--- src/router_pkg.sv ---
// Shared types and sizing for the five-port mesh router
// Port order N, E, S, W, L is used by every per-port array
package router_pkg;

  localparam int NUM_PORTS = 5;
  localparam int COORD_W   = 4;
  localparam int PAYLOAD_W = 8;
  localparam int BUF_DEPTH = 4;
  // Downstream router has the same buffers
  localparam int CREDITS   = BUF_DEPTH;
  localparam int PTR_W     = $clog2(BUF_DEPTH);
  localparam int CNT_W     = $clog2(BUF_DEPTH + 1);

  typedef logic [2:0] port_t;

  localparam port_t PORT_N = 3'd0;
  localparam port_t PORT_E = 3'd1;
  localparam port_t PORT_S = 3'd2;
  localparam port_t PORT_W = 3'd3;
  localparam port_t PORT_L = 3'd4;

  typedef struct packed {
    logic [COORD_W-1:0] x;
    logic [COORD_W-1:0] y;
  } coord_t;

  typedef struct packed {
    coord_t               dest;
    logic [PAYLOAD_W-1:0] payload;
  } flit_t;

  typedef struct packed {
    logic  req;
    port_t port;
  } route_req_t;

  typedef struct packed {
    logic  valid;
    port_t src;
  } grant_t;

endpackage

--- src/credit_counter.sv ---
// Downstream credit counters, one per output port
// Decrement on grant, increment on returned credit
module credit_counter (
  input  logic                             clk,
  input  logic                             rst_n_i,
  input  logic [router_pkg::NUM_PORTS-1:0] dec_i,
  input  logic [router_pkg::NUM_PORTS-1:0] inc_i,
  output logic [router_pkg::NUM_PORTS-1:0] has_credit_o
);

  import router_pkg::*;

  logic [CNT_W-1:0] cnt_q [NUM_PORTS];

  always_ff @(posedge clk) begin
    for (int o = 0; o < NUM_PORTS; o++) begin
      if (!rst_n_i) begin
        cnt_q[o] <= CNT_W'(CREDITS);
      end else begin
        case ({inc_i[o], dec_i[o]})
          2'b10:   cnt_q[o] <= cnt_q[o] + CNT_W'(1);
          2'b01:   cnt_q[o] <= cnt_q[o] - CNT_W'(1);
          default: cnt_q[o] <= cnt_q[o];
        endcase
      end
    end
  end

  for (genvar g = 0; g < NUM_PORTS; g++) begin : gen_cc
    assign has_credit_o[g] = (cnt_q[g] != '0);

    // Allocator must not grant without credit
    a_no_underflow : assert property (@(posedge clk) disable iff (!rst_n_i)
      dec_i[g] |-> cnt_q[g] != '0)
      else $error("credit decrement at zero on output %0d", g);

    a_no_overflow : assert property (@(posedge clk) disable iff (!rst_n_i)
      (inc_i[g] && !dec_i[g]) |-> cnt_q[g] < CNT_W'(CREDITS))
      else $error("credit returned beyond buffer depth on output %0d", g);
  end

endmodule

--- src/crossbar.sv ---
// Registered 5x5 crossbar
// Each output latches the flit of its granted source
module crossbar (
  input  logic                             clk,
  input  logic                             rst_n_i,
  input  router_pkg::flit_t                flit_i  [router_pkg::NUM_PORTS],
  input  router_pkg::grant_t               grant_i [router_pkg::NUM_PORTS],
  output router_pkg::flit_t                data_o  [router_pkg::NUM_PORTS],
  output logic [router_pkg::NUM_PORTS-1:0] valid_o
);

  import router_pkg::*;

  always_ff @(posedge clk) begin
    for (int o = 0; o < NUM_PORTS; o++) begin
      if (grant_i[o].valid) begin
        data_o[o] <= flit_i[grant_i[o].src];
      end
    end
  end

  // One-cycle valid strobe per flit
  always_ff @(posedge clk) begin
    for (int o = 0; o < NUM_PORTS; o++) begin
      if (!rst_n_i) begin
        valid_o[o] <= 1'b0;
      end else begin
        valid_o[o] <= grant_i[o].valid;
      end
    end
  end

endmodule

--- src/inner_router.sv ---
// Five-port mesh router with YX routing, credit flow control
// and round-robin allocation into a registered crossbar
module inner_router (
  input  logic                             clk,
  input  logic                             rst_n_i,
  input  router_pkg::coord_t               router_xy_i,
  input  router_pkg::flit_t                data_i   [router_pkg::NUM_PORTS],
  input  logic [router_pkg::NUM_PORTS-1:0] valid_i,
  input  logic [router_pkg::NUM_PORTS-1:0] credit_i,
  output router_pkg::flit_t                data_o   [router_pkg::NUM_PORTS],
  output logic [router_pkg::NUM_PORTS-1:0] valid_o,
  output logic [router_pkg::NUM_PORTS-1:0] credit_o
);

  import router_pkg::*;

  flit_t                head       [NUM_PORTS];
  logic [NUM_PORTS-1:0] empty;
  route_req_t           req        [NUM_PORTS];
  logic [NUM_PORTS-1:0] has_credit;
  grant_t               grant      [NUM_PORTS];
  logic [NUM_PORTS-1:0] pop;
  logic [NUM_PORTS-1:0] dec;

  for (genvar g = 0; g < NUM_PORTS; g++) begin : gen_port
    input_buffer u_ib (
      .clk     (clk),
      .rst_n_i (rst_n_i),
      .wr_i    (valid_i[g]),
      .data_i  (data_i[g]),
      .rd_i    (pop[g]),
      .head_o  (head[g]),
      .empty_o (empty[g])
    );

    assign dec[g] = grant[g].valid;
  end

  route_compute u_rc (
    .router_xy_i (router_xy_i),
    .head_i      (head),
    .empty_i     (empty),
    .req_o       (req)
  );

  credit_counter u_cc (
    .clk          (clk),
    .rst_n_i      (rst_n_i),
    .dec_i        (dec),
    .inc_i        (credit_i),
    .has_credit_o (has_credit)
  );

  switch_allocator u_sa (
    .clk          (clk),
    .rst_n_i      (rst_n_i),
    .req_i        (req),
    .has_credit_i (has_credit),
    .grant_o      (grant),
    .pop_o        (pop)
  );

  crossbar u_xbar (
    .clk     (clk),
    .rst_n_i (rst_n_i),
    .flit_i  (head),
    .grant_i (grant),
    .data_o  (data_o),
    .valid_o (valid_o)
  );

  // A popped slot is a freed slot upstream
  assign credit_o = pop;

endmodule

--- src/input_buffer.sv ---
// Input port flit FIFO
// Head flit shown combinationally, popped on rd_i
module input_buffer (
  input  logic            clk,
  input  logic            rst_n_i,
  input  logic            wr_i,
  input  router_pkg::flit_t data_i,
  input  logic            rd_i,
  output router_pkg::flit_t head_o,
  output logic            empty_o
);

  import router_pkg::*;

  flit_t            mem [BUF_DEPTH];
  logic [PTR_W-1:0] wr_ptr;
  logic [PTR_W-1:0] rd_ptr;
  logic [CNT_W-1:0] count;
  logic             full;

  assign empty_o = (count == '0);
  assign full    = (count == CNT_W'(BUF_DEPTH));
  assign head_o  = mem[rd_ptr];

  // Storage only, pointers carry the state
  always_ff @(posedge clk) begin
    if (wr_i) begin
      mem[wr_ptr] <= data_i;
    end
  end

  always_ff @(posedge clk) begin
    if (!rst_n_i) begin
      wr_ptr <= '0;
      rd_ptr <= '0;
      count  <= '0;
    end else begin
      if (wr_i) begin
        wr_ptr <= wr_ptr + PTR_W'(1);
      end
      if (rd_i) begin
        rd_ptr <= rd_ptr + PTR_W'(1);
      end
      case ({wr_i, rd_i})
        2'b10:   count <= count + CNT_W'(1);
        2'b01:   count <= count - CNT_W'(1);
        default: count <= count;
      endcase
    end
  end

  // Upstream must respect credits
  a_no_overflow : assert property (@(posedge clk) disable iff (!rst_n_i)
    !(wr_i && full))
    else $error("write into full input buffer");

  a_no_underflow : assert property (@(posedge clk) disable iff (!rst_n_i)
    !(rd_i && empty_o))
    else $error("read from empty input buffer");

endmodule

--- src/route_compute.sv ---
// YX dimension-ordered route decision for every input head flit
module route_compute (
  input  router_pkg::coord_t     router_xy_i,
  input  router_pkg::flit_t      head_i [router_pkg::NUM_PORTS],
  input  logic [router_pkg::NUM_PORTS-1:0] empty_i,
  output router_pkg::route_req_t req_o [router_pkg::NUM_PORTS]
);

  import router_pkg::*;

  always_comb begin
    for (int i = 0; i < NUM_PORTS; i++) begin
      req_o[i].req = !empty_i[i];
      // Y first, then X
      if (head_i[i].dest.y > router_xy_i.y) begin
        req_o[i].port = PORT_N;
      end else if (head_i[i].dest.y < router_xy_i.y) begin
        req_o[i].port = PORT_S;
      end else if (head_i[i].dest.x > router_xy_i.x) begin
        req_o[i].port = PORT_E;
      end else if (head_i[i].dest.x < router_xy_i.x) begin
        req_o[i].port = PORT_W;
      end else begin
        req_o[i].port = PORT_L;
      end
    end
  end

endmodule

--- src/switch_allocator.sv ---
// Round-robin switch allocator
// Each output goes to at most one requesting input while it has credit
module switch_allocator (
  input  logic                             clk,
  input  logic                             rst_n_i,
  input  router_pkg::route_req_t           req_i [router_pkg::NUM_PORTS],
  input  logic [router_pkg::NUM_PORTS-1:0] has_credit_i,
  output router_pkg::grant_t               grant_o [router_pkg::NUM_PORTS],
  output logic [router_pkg::NUM_PORTS-1:0] pop_o
);

  import router_pkg::*;

  // Highest priority input per output
  port_t                ptr_q [NUM_PORTS];
  // win[i][o] set when input i owns output o
  logic [NUM_PORTS-1:0] win   [NUM_PORTS];

  always_comb begin
    int idx;
    for (int o = 0; o < NUM_PORTS; o++) begin
      grant_o[o] = '0;
      for (int k = 0; k < NUM_PORTS; k++) begin
        idx = int'(ptr_q[o]) + k;
        if (idx >= NUM_PORTS) begin
          idx = idx - NUM_PORTS;
        end
        if (!grant_o[o].valid && has_credit_i[o] && req_i[idx].req &&
            req_i[idx].port == port_t'(o)) begin
          grant_o[o].valid = 1'b1;
          grant_o[o].src   = port_t'(idx);
        end
      end
    end

    for (int i = 0; i < NUM_PORTS; i++) begin
      for (int o = 0; o < NUM_PORTS; o++) begin
        win[i][o] = grant_o[o].valid && (grant_o[o].src == port_t'(i));
      end
      pop_o[i] = |win[i];
    end
  end

  // Next search starts just after the winner
  always_ff @(posedge clk) begin
    for (int o = 0; o < NUM_PORTS; o++) begin
      if (!rst_n_i) begin
        ptr_q[o] <= PORT_N;
      end else if (grant_o[o].valid) begin
        if (grant_o[o].src == PORT_L) begin
          ptr_q[o] <= PORT_N;
        end else begin
          ptr_q[o] <= grant_o[o].src + port_t'(1);
        end
      end
    end
  end

endmodule

--- config.mk ---
export PLATFORM = sky130hd
export DESIGN_NAME = inner_router
export DESIGN_NICKNAME = d
export VERILOG_FILES = /design/src/router_pkg.sv /design/src/credit_counter.sv /design/src/crossbar.sv /design/src/inner_router.sv /design/src/input_buffer.sv /design/src/route_compute.sv /design/src/switch_allocator.sv
export SDC_FILE = /design/constraint.sdc
export NUM_CORES = 1
export LEC_CHECK = 0
export BUFFER_PORTS_ARGS = -buffer_cell sky130_fd_sc_hd__buf_2
export CAP_MARGIN = 10
export CORE_ASPECT_RATIO = 1.4
export CORE_MARGIN = 4
export CORE_UTILIZATION = 55
export CTS_BUF_LIST = sky130_fd_sc_hd__clkbuf_16
export DETAILED_ROUTE_END_ITERATION = 8
export PLACE_DENSITY = 0.73
export SLEW_MARGIN = 10
export SYNTH_ARGS = -nofsm -noshare
export SYNTH_HDL_FRONTEND = slang
export SYNTH_SLANG_ARGS = --single-unit
--- constraint.sdc ---
create_clock -name clk -period 7.9 [get_ports clk]
set_input_delay 0.395 -clock clk [delete_from_list [all_inputs] [get_ports clk]]
set_output_delay 0.395 -clock clk [all_outputs]
set_load 0.05 [all_outputs]
==> results of run 1 <==
## worst reg2reg max path, stage by stage (launching register included)
cell and delay, ns:
sky130_fd_sc_hd__dfxtp_1 0.66, sky130_fd_sc_hd__mux4_2 0.69, sky130_fd_sc_hd__ha_1 0.34, sky130_fd_sc_hd__nand4_1 0.32, sky130_fd_sc_hd__nor4b_2 0.77, sky130_fd_sc_hd__nor4b_1 0.58
sky130_fd_sc_hd__a2111oi_4 0.11, sky130_fd_sc_hd__o22ai_1 0.44, sky130_fd_sc_hd__mux2i_1 0.32, sky130_fd_sc_hd__a211o_1 0.19, sky130_fd_sc_hd__nand2_1 0.06, sky130_fd_sc_hd__a22oi_1 0.13
sky130_fd_sc_hd__nor2_1 0.07, sky130_fd_sc_hd__a311o_1 0.36, sky130_fd_sc_hd__ha_1 0.22, sky130_fd_sc_hd__ha_1 0.18, sky130_fd_sc_hd__a222oi_1 0.50, sky130_fd_sc_hd__nand3_1 0.19
sky130_fd_sc_hd__ha_1 0.25, sky130_fd_sc_hd__inv_1 0.07, sky130_fd_sc_hd__fa_1 0.17, sky130_fd_sc_hd__xor2_1 0.07, sky130_fd_sc_hd__or3_1 0.31, sky130_fd_sc_hd__a21oi_1 0.13
## registers in the layout, summed over array words and instances (netlist names), named ones only
signal,flops
u_cc.cnt_q,15
u_sa.ptr_q,15
gen_port.u_ib.count,15
gen_port.u_ib.wr_ptr,10
u_xbar.valid_o,5
gen_port.u_ib.mem,320
u_xbar.data_o,80
gen_port.u_ib.rd_ptr,10
## cell families after synthesis
| kind of cell | share of synthesized area [%] |
|---|---|
| AND/OR/NAND/NOR | 12.3 |
| AO/OA/AOI/OAI | 13.2 |
| flip-flops | 48.3 |
| multiplexers | 13.6 |
| buffers and inverters | 3.69 |
| adder cells (fa/ha/maj) | 7.28 |
| XOR/XNOR | 1.55 |
## layout make-up
cell class	instances	area [sq um]	area share [%]
well taps	650	813	2.52
clock buffers	48	1200	3.73
repair buffers	264	1580	4.91
diodes	3	7.51	0.0233
clock inverters	35	329	1.02
flip-flops and latches	480	13900	43.2
inverters	132	495	1.54
multi-input cells	1674	13900	43.1
## layer usage
| layer | up-vias | GRT usage (%) |
|---|---|---|
| met2 | 1143 | 55.3 |
| met1 | 10600 | 37.1 |
| met5 | - | 0 |
| li1 | 9690 | - |
| met3 | 333 | 4.84 |
| met4 | 0 | 18.7 |
## how the worst min path moves through the flow
| stage | cells past startpoint | startpoint | endpoint | slack, ns |
|---|---|---|---|---|
| after global placement | 2 | gen_port[0].u_ib.rd_ptr[1] | gen_port[0].u_ib.rd_ptr[1] | 0.46 |
| after CTS | 1 | data_i[73] | gen_port[0].u_ib.mem[2][9] | 0.0009 |
| after floorplan | 2 | gen_port[4].u_ib.rd_ptr[1] | flop | 0.45 |
| after detailed placement | 2 | gen_port[1].u_ib.rd_ptr[1] | gen_port[1].u_ib.rd_ptr[1] | 0.47 |
| final | 1 | data_i[52] | gen_port[1].u_ib.mem[3][4] | 0.02 |
| after global routing | 1 | data_i[52] | gen_port[1].u_ib.mem[1][4] | 0.002 |
## through the flow
step | hold WS (ns) | utilization [%] | cell area [sq um] | setup WS [ns] | instances
floorplan | 0.445 | - | 28800 | 1.17 | 2399
global placement | 0.457 | 59.0 | 30400 | 1.05 | 3171
detailed placement | 0.470 | 59.0 | 30400 | 0.903 | 3171
CTS | 0.000857 | 62.5 | 32200 | 0.688 | 3282
global route | 0.00187 | 62.6 | 32200 | 0.221 | 3284
finish | 0.0197 | 62.6 | 32200 | 0.513 | 3286
## cells in the final DEF (no fill, tap or decap), drive strengths merged, types with 19 or more instances in the layout
cell type and n:
a211oi 33, a21o 22, a21oi 107, a221oi 37, a31oi 20, and2 37, and3 36, buf 235
clkbuf 48, clkinv 20, dfxtp 50, dlygate4sd3 29, edfxtp 430, ha 150, inv 138, mux2 22
mux2i 177, mux4 84, nand2 132, nand2b 36, nand3 35, nand4 21, nor2 164, nor2b 31
nor3 63, o21ai 76, o22ai 19, o31ai 28, or3 20, xnor2 40
==> report_table.html, run 1 <==
<table>
<tr><th>Metric</th><th>Value</th></tr>
<tr><th colspan="2">Status</th></tr>
<tr><td>Outcome</td><td>completed</td></tr>
<tr><th colspan="2">Timing</th></tr>
<tr><td>Unrepaired setup endpoints after global routing</td><td>false</td></tr>
<tr><td>Worst Skew</td><td>between 0.015 and 0.02 ns</td></tr>
<tr><td>Final TNS setup</td><td>0 ns</td></tr>
<tr><td>Number of hold-slack violations in the final timing report</td><td>0</td></tr>
<tr><td>Slew margin rel.</td><td>between 20% and 30%</td></tr>
<tr><td>Actual slew at the worst max-slew pin</td><td>between 1 and 1.5 ns</td></tr>
<tr><td>Final number of max-transition violations</td><td>0</td></tr>
<tr><td>Final Cycle Share</td><td>between 90 and 100%</td></tr>
<tr><td>Final Setup Violations</td><td>0</td></tr>
<tr><td>Maximum clock frequency</td><td>about 140 MHz</td></tr>
<tr><td>Min Tclk post-route</td><td>about 7.4 ns</td></tr>
<tr><th colspan="2">Synthesis</th></tr>
<tr><td>Count of mapped cells out of synthesis</td><td>roughly 2,400</td></tr>
<tr><td>Post-synthesis sequential element count</td><td>480</td></tr>
<tr><td>Most common cell in the netlist</td><td>sky130_fd_sc_hd__edfxtp_1</td></tr>
<tr><td>Post-synth cell types</td><td>114</td></tr>
<tr><td>Post-Syn Area per Cell</td><td>roughly 12 sq um</td></tr>
<tr><td>Cell type with the largest total area after synthesis</td><td>sky130_fd_sc_hd__edfxtp_1</td></tr>
<tr><td>Post-synth net total</td><td>2,660</td></tr>
<tr><td>Biggest area contributors in the synthesized netlist</td><td>sky130_fd_sc_hd__edfxtp_1, sky130_fd_sc_hd__mux4_2, sky130_fd_sc_hd__ha_1</td></tr>
<tr><td>Most instantiated cells after synthesis</td><td>sky130_fd_sc_hd__edfxtp_1, sky130_fd_sc_hd__mux2i_1, sky130_fd_sc_hd__nor2_1, sky130_fd_sc_hd__ha_1, sky130_fd_sc_hd__nand2_1</td></tr>
<tr><td>EDFF count, synth</td><td>between 400 and 500</td></tr>
<tr><td>Part of the Yosys area used for sequential elements</td><td>48.3%</td></tr>
<tr><td>Most used flip-flop cell after synthesis</td><td>sky130_fd_sc_hd__edfxtp_1</td></tr>
<tr><td>Combined area of all synthesized cells</td><td>between 0.02 and 0.03 sq mm</td></tr>
<tr><td>Number of warning messages in the yosys log</td><td>0</td></tr>
<tr><td>Fraction of synthesized cell area taken by the top area cell type</td><td>between 40 and 50%</td></tr>
<tr><td>Async set or reset register ratio after synthesis</td><td>0%</td></tr>
<tr><th colspan="2">Clock network</th></tr>
<tr><td>CTS Hold Bufs</td><td>28</td></tr>
<tr><td>Clock insertion delay at the later pin of the skew report</td><td>~0.60 ns</td></tr>
<tr><td>Maximum number of buffers from clock root to sink</td><td>3</td></tr>
<tr><td>Sinks on Clock Net</td><td>480</td></tr>
<tr><td>H-tree depth reported by CTS</td><td>2</td></tr>
<tr><td>Quantity of gates resized following cts</td><td>0</td></tr>
<tr><td>Post-CTS clock slew at the launch and capture registers of the worst setup and hold paths</td><td>roughly 0.06 ns</td></tr>
<tr><td>TritonCTS clock tree</td><td>done</td></tr>
<tr><td>Buffer type at the clock tree root</td><td>sky130_fd_sc_hd__clkbuf_16</td></tr>
<tr><td>Post-CTS setup buffer count</td><td>0</td></tr>
<tr><td>Number of buffers created by CTS</td><td>47</td></tr>
<tr><th colspan="2">Global routing</th></tr>
<tr><td>Initial antenna violation count</td><td>3</td></tr>
<tr><td>Global-route usage over all layers</td><td>between 30% and 40%</td></tr>
<tr><td>Overall overflow remaining after global route</td><td>0</td></tr>
<tr><td>Wire length of the first global-routing pass</td><td>approximately 140 mm</td></tr>
<tr><td>Largest net degree at the start of global routing</td><td>37</td></tr>
<tr><td>Vias in the first global route</td><td>between 20,000 and 25,000</td></tr>
<tr><th colspan="2">Routing</th></tr>
<tr><td>Total length of routed met3 wires</td><td>around 7.1 mm</td></tr>
<tr><td>Vias post-DR</td><td>21,800</td></tr>
<tr><td>Routed wire length per instance</td><td>27.8 um</td></tr>
<tr><td>Post-route antenna net violation count</td><td>0</td></tr>
<tr><td>M1 WL</td><td>around 32 mm</td></tr>
<tr><td>Number of remaining DRC errors</td><td>0</td></tr>
<tr><td>Highest metal layer used by the detailed router</td><td>met4</td></tr>
<tr><td>Number of iterations in the first detailed-routing pass</td><td>6</td></tr>
<tr><td>DRT Wirelength</td><td>roughly 90 mm</td></tr>
<tr><td>Via count normalized by instance count</td><td>6.63</td></tr>
<tr><td>DRC violation total after the first TritonRoute iteration</td><td>approximately 2,200</td></tr>
<tr><td>Met2 Routed Length</td><td>45.8 mm</td></tr>
<tr><th colspan="2">Worst setup path</th></tr>
<tr><td>Data arrival time at the worst-slack endpoint</td><td>6.99 ns</td></tr>
<tr><td>Logic depth of the worst path, buffers included</td><td>18</td></tr>
<tr><td>Crit path to</td><td>credit_o[3]</td></tr>
<tr><td>Required arrival time at the worst endpoint</td><td>approximately 7.5 ns</td></tr>
<tr><td>Cell repeated most along the worst path</td><td>sky130_fd_sc_hd__ha_1</td></tr>
<tr><td>Critical Path, Cell by Cell</td><td>mux4_2 &gt; ha_1 &gt; nand4_1 &gt; nor4b_2 &gt; nor4b_1 &gt; a2111oi_4 &gt; o22ai_1 &gt; mux2i_1 &gt; a211o_1 &gt; nand2_1 &gt; a22oi_1 &gt; nor2_1 &gt; a311o_1 &gt; ha_1 &gt; ha_1 &gt; a222oi_1 &gt; nand3_1 &gt; buf_2</td></tr>
<tr><td>WS Path Type</td><td>reg2out</td></tr>
<tr><td>Critical Path Max Stage Delay</td><td>0.76 ns</td></tr>
<tr><td>Max Fanout on Critical Path</td><td>9</td></tr>
<tr><td>Crit end category</td><td>primary output</td></tr>
<tr><td>Worst Setup Start Kind</td><td>flop</td></tr>
<tr><td>Worst r2r path cells</td><td>23</td></tr>
<tr><td>Worst Path Buf+Inv</td><td>1</td></tr>
<tr><td>Cell family with most CP delay</td><td>simple AND/OR/NAND/NOR gates</td></tr>
<tr><td>Endpoint of the worst-slack reg-to-reg timing path</td><td>gen_port[3].u_ib.count[2]</td></tr>
<tr><td>Setup slack of the most critical reg-to-reg path</td><td>approximately 0.70 ns</td></tr>
<tr><td>Slowest CP cell</td><td>sky130_fd_sc_hd__nor4b_2</td></tr>
<tr><th colspan="2">Final layout</th></tr>
<tr><td>Final-layout fill cell count</td><td>~4,000</td></tr>
<tr><td>Fraction of layout instances using a drive strength above 1</td><td>18.2%</td></tr>
<tr><td>Synth-to-Final Area Change</td><td>11.9%</td></tr>
<tr><td>Nets</td><td>roughly 2,900</td></tr>
<tr><th colspan="2">Placed design</th></tr>
<tr><td>Final Wtd Congestion</td><td>approximately 1</td></tr>
<tr><td>Half-perimeter wire length after placement</td><td>between 60 and 70 mm</td></tr>
<tr><td>Number of buffer cells added on primary ports</td><td>between 150 and 200</td></tr>
<tr><th colspan="2">Job</th></tr>
<tr><td>Number of maximum-capacitance constraint violations</td><td>0</td></tr>
<tr><th colspan="2">Floorplanning</th></tr>
<tr><td>Die width</td><td>roughly 200 um</td></tr>
<tr><td>Starting Density</td><td>55.9%</td></tr>
<tr><td>Number of rows in the core area</td><td>98</td></tr>
<tr><td>Die height</td><td>279 um</td></tr>
<tr><td>Area of the core</td><td>slightly above 0.05 sq mm</td></tr>
<tr><td>Die area</td><td>between 0.05 and 0.06 sq mm</td></tr>
<tr><td>Number of primary I/O pins</td><td>190</td></tr>
<tr><th colspan="2">Worst hold path</th></tr>
<tr><td>Tightest Hold Check Type</td><td>in2reg</td></tr>
</table>
Power of run 1 is not shown: default switching activity piles up to over one toggle a cycle in this logic, so the estimate is an artifact.
==> run 2, diff against run 1 <==
Settings changed: SYNTH_HIERARCHICAL set to 1.
==> run 2 against run 1 <==
  * Final cell count rose by 0.67%
  * Largest cell class is now multi-input gates
  * Core utilization fell by 1.7 points
  * Highest routed layer is now met5
  * Critical path type unchanged
  * Critical path depth rose by 1
  * Count of clock-buffer cells in the layout fell by 4
  * Fmax fell by 1.7%
  * Die area rose by 2.8%
  * First-iteration DRC count rose by 4.6%
==> report_table.html, run 2 <==
<table>
<tr><th>Metric</th><th>Value</th></tr>
<tr><th colspan="2">Job</th></tr>
<tr><td>Number of maximum-capacitance constraint violations</td><td>0</td></tr>
<tr><th colspan="2">Final layout</th></tr>
<tr><td>Registers with the most flip-flops</td><td>gen_port.u_ib/mem (320), u_xbar/data_o (80)</td></tr>
<tr><td>Synth-to-Final Area Change</td><td>9.59%</td></tr>
<tr><td>Register name with the most flops</td><td>gen_port.u_ib/mem</td></tr>
<tr><td>Flip-flop count of the largest register, all copies and words added</td><td>320</td></tr>
<tr><td>Non-filler instance count after layout</td><td>~3,300</td></tr>
<tr><td>Nets</td><td>between 2,000 and 3,000</td></tr>
<tr><td>Fraction of layout instances using a drive strength above 1</td><td>between 15 and 20%</td></tr>
<tr><td>Most frequent cells in the layout</td><td>sky130_fd_sc_hd__edfxtp_1, sky130_fd_sc_hd__mux2i_1, sky130_fd_sc_hd__buf_2</td></tr>
<tr><td>Most common cell after layout, fill and taps aside</td><td>sky130_fd_sc_hd__edfxtp_1</td></tr>
<tr><th colspan="2">Floorplanning</th></tr>
<tr><td>Die area</td><td>about 0.058 sq mm</td></tr>
<tr><td>Die height</td><td>approximately 280 um</td></tr>
<tr><td>Area of the core</td><td>0.0533 sq mm</td></tr>
<tr><td>Number of primary I/O pins</td><td>190</td></tr>
<tr><td>Die width</td><td>roughly 200 um</td></tr>
<tr><td>Number of rows in the core area</td><td>100</td></tr>
<tr><td>Starting Density</td><td>a little under three fifths</td></tr>
<tr><th colspan="2">Worst setup path</th></tr>
<tr><td>Required arrival time at the worst endpoint</td><td>between 7 and 8 ns</td></tr>
<tr><td>Max Fanout on Critical Path</td><td>12</td></tr>
<tr><td>Data arrival time at the worst-slack endpoint</td><td>7.12 ns</td></tr>
<tr><td>WS Path Type</td><td>reg2out</td></tr>
<tr><td>Worst Setup Start Kind</td><td>flop</td></tr>
<tr><td>Setup slack of the most critical reg-to-reg path</td><td>between 0.4 and 0.5 ns</td></tr>
<tr><td>Crit end category</td><td>primary output</td></tr>
<tr><td>Worst r2r path cells</td><td>24</td></tr>
<tr><td>Endpoint of the worst-slack reg-to-reg timing path</td><td>gen_port[3].u_ib/count[2]</td></tr>
<tr><th colspan="2">Placed design</th></tr>
<tr><td>Place WS</td><td>roughly 0.37 ns</td></tr>
<tr><td>Number of buffer cells added on primary ports</td><td>around 190</td></tr>
<tr><td>Cells after DPL</td><td>roughly 3,200</td></tr>
<tr><td>Half-perimeter wire length after placement</td><td>64.4 mm</td></tr>
<tr><td>Final Wtd Congestion</td><td>0.946</td></tr>
<tr><th colspan="2">Timing</th></tr>
<tr><td>Maximum clock frequency</td><td>around 130 MHz</td></tr>
<tr><td>Slew margin rel.</td><td>~17%</td></tr>
<tr><td>Unrepaired setup endpoints after global routing</td><td>false</td></tr>
<tr><td>Final TNS setup</td><td>0 ns</td></tr>
<tr><td>Min Tclk post-route</td><td>~7.5 ns</td></tr>
<tr><td>Number of hold-slack violations in the final timing report</td><td>0</td></tr>
<tr><td>Final Cycle Share</td><td>about 95%</td></tr>
<tr><td>Final number of max-transition violations</td><td>0</td></tr>
<tr><td>Actual slew at the worst max-slew pin</td><td>1.24 ns</td></tr>
<tr><td>Final worst setup slack</td><td>around 0.38 ns</td></tr>
<tr><td>Final Setup Violations</td><td>0</td></tr>
<tr><td>Worst Skew</td><td>0.0281 ns</td></tr>
<tr><th colspan="2">Clock network</th></tr>
<tr><td>Number of buffers created by CTS</td><td>43</td></tr>
<tr><td>Post-CTS clock slew at the launch and capture registers of the worst setup and hold paths</td><td>0.07 ns</td></tr>
<tr><td>Sinks on Clock Net</td><td>480</td></tr>
<tr><td>Maximum number of buffers from clock root to sink</td><td>3</td></tr>
<tr><td>Clock insertion delay at the later pin of the skew report</td><td>between 0.5 and 0.6 ns</td></tr>
<tr><td>TritonCTS clock tree</td><td>done</td></tr>
<tr><td>H-tree depth reported by CTS</td><td>2</td></tr>
<tr><td>Buffer type at the clock tree root</td><td>sky130_fd_sc_hd__clkbuf_16</td></tr>
<tr><th colspan="2">Routing</th></tr>
<tr><td>Number of remaining DRC errors</td><td>0</td></tr>
<tr><td>DRT Wirelength</td><td>87.9 mm</td></tr>
<tr><td>DRC violation total after the first TritonRoute iteration</td><td>around 2,400</td></tr>
<tr><td>Routed wire length per instance</td><td>roughly 27 um</td></tr>
<tr><td>Post-route antenna net violation count</td><td>0</td></tr>
<tr><td>Vias post-DR</td><td>between 20,000 and 25,000</td></tr>
<tr><td>Number of iterations in the first detailed-routing pass</td><td>7</td></tr>
<tr><td>Via count normalized by instance count</td><td>between 6 and 7</td></tr>
<tr><th colspan="2">Synthesis</th></tr>
<tr><td>Part of the Yosys area used for sequential elements</td><td>a little under half</td></tr>
<tr><td>Cell type with the largest total area after synthesis</td><td>sky130_fd_sc_hd__edfxtp_1</td></tr>
<tr><td>Post-synthesis sequential element count</td><td>between 400 and 500</td></tr>
<tr><td>Most used flip-flop cell after synthesis</td><td>sky130_fd_sc_hd__edfxtp_1</td></tr>
<tr><td>Combined area of all synthesized cells</td><td>just under 0.03 sq mm</td></tr>
<tr><td>Fraction of synthesized cell area taken by the top area cell type</td><td>around 44%</td></tr>
<tr><td>EDFF count, synth</td><td>430</td></tr>
<tr><td>Number of warning messages in the yosys log</td><td>6</td></tr>
<tr><td>Post-synth cell types</td><td>roughly 110</td></tr>
<tr><td>Count of mapped cells out of synthesis</td><td>around 2,400</td></tr>
<tr><td>Biggest area contributors in the synthesized netlist</td><td>sky130_fd_sc_hd__edfxtp_1, sky130_fd_sc_hd__ha_1, sky130_fd_sc_hd__mux2i_1</td></tr>
<tr><td>Post-synth net total</td><td>~2,700</td></tr>
<tr><td>Most instantiated cells after synthesis</td><td>sky130_fd_sc_hd__edfxtp_1, sky130_fd_sc_hd__mux2i_1, sky130_fd_sc_hd__ha_1, sky130_fd_sc_hd__inv_1, sky130_fd_sc_hd__nor2_1</td></tr>
<tr><td>Post-Syn Area per Cell</td><td>12.3 sq um</td></tr>
<tr><td>Most common cell in the netlist</td><td>sky130_fd_sc_hd__edfxtp_1</td></tr>
<tr><td>Async set or reset register ratio after synthesis</td><td>0%</td></tr>
<tr><th colspan="2">Global routing</th></tr>
<tr><td>Wire length of the first global-routing pass</td><td>between 100 and 150 mm</td></tr>
<tr><td>Largest net degree at the start of global routing</td><td>74</td></tr>
<tr><td>Vias in the first global route</td><td>21,400</td></tr>
<tr><td>Initial antenna violation count</td><td>6</td></tr>
<tr><td>Overall overflow remaining after global route</td><td>0</td></tr>
<tr><td>Global-route usage over all layers</td><td>29.3%</td></tr>
<tr><th colspan="2">Status</th></tr>
<tr><td>Outcome</td><td>completed</td></tr>
<tr><th colspan="2">Worst hold path</th></tr>
<tr><td>Endpoint of the worst hold-timing path</td><td>gen_port[0].u_ib/mem[1][14]</td></tr>
<tr><td>Min-delay src</td><td>data_i[78]</td></tr>
<tr><td>Tightest Hold Check Type</td><td>in2reg</td></tr>
<tr><td>Number of cells on the worst hold path</td><td>1</td></tr>
</table>
## run 2: how the worst max path moves through the flow
stage / start / endpoint / slack (ns)
5_1_grt: flop / gen_port[3].u_ib/count[2] / 0.06
2_1_floorplan: flop / gen_port[3].u_ib/count[2] / 1.37
3_5_place_dp: flop / gen_port[3].u_ib/count[2] / 0.37
6_report: flop / credit_o[3] / 0.38
4_1_cts: flop / credit_o[3] / 0.20
3_3_place_gp: flop / gen_port[3].u_ib/count[2] / 0.58
## run 2: per-layer routing
metal / up-vias / GRT usage (%) / wire [um]
met2: 1125 / 51.9 / 44600
met1: 10600 / 34.0 / 31100
met3: 326 / 4.27 / 5960
met5: - / 0 / 54
li1: 9615 / - / -
met4: 10 / 17.1 / 6140
## run 2: cell families after synthesis
| family | Yosys count | synth area share (%) |
|---|---|---|
| and+or+nand+nor | 597 | 11.8 |
| AOI/OAI and AO/OA | 521 | 12.8 |
| DFF | 480 | 47.0 |
| muxes | 309 | 14.7 |
| buffers and inverters | 265 | 4.45 |
| adders and majority gates | 177 | 7.63 |
| xor gates and xnor gates | 52 | 1.61 |
## run 2: layout make-up
type / instances / area, sq um
clock buffer: 44 / 1100
timing repair buffer: 241 / 1340
antenna: 1 / 2.50
fill: 4214 / 20900
multi-input combinational: 1656 / 14400
tap: 714 / 893
inverter: 137 / 514
sequential: 480 / 13900
clock inverter: 35 / 272
## run 2: per-stage QoR
stage                     util, %  cell area (sq um)  hold WS [ns]
after global routing         60.9              32400        0.0201
after global placement       58.3              31100         0.476
after CTS                    60.9              32400        0.0119
after floorplan                 -              29600         0.464
after detailed placement     58.3              31100         0.495
final                        60.9              32500        0.0308
## run 2: timing repair
action	CTS	global route
hold buffers	0	0
setup endpoints to repair	0	7
resized for setup	0	2
setup buffers	0	0
## run 2: critical path, cell delays in order, from the launching register on
cell and delay, ns:
sky130_fd_sc_hd__dfxtp_1 0.64, sky130_fd_sc_hd__mux4_1 0.80, sky130_fd_sc_hd__ha_1 0.38, sky130_fd_sc_hd__and4_2 0.25, sky130_fd_sc_hd__a32o_1 0.45, sky130_fd_sc_hd__nor4b_1 0.82
sky130_fd_sc_hd__a21oi_1 0.12, sky130_fd_sc_hd__o22ai_1 0.36, sky130_fd_sc_hd__o221ai_1 0.18, sky130_fd_sc_hd__buf_4 0.22, sky130_fd_sc_hd__and3_1 0.25, sky130_fd_sc_hd__o21a_1 0.14
sky130_fd_sc_hd__a21oi_1 0.19, sky130_fd_sc_hd__a21oi_1 0.06, sky130_fd_sc_hd__buf_4 0.20, sky130_fd_sc_hd__ha_1 0.20, sky130_fd_sc_hd__ha_1 0.20, sky130_fd_sc_hd__a222oi_1 0.39
sky130_fd_sc_hd__o211ai_1 0.36, sky130_fd_sc_hd__buf_2 0.33
Power of run 2 is left out for the same reason.
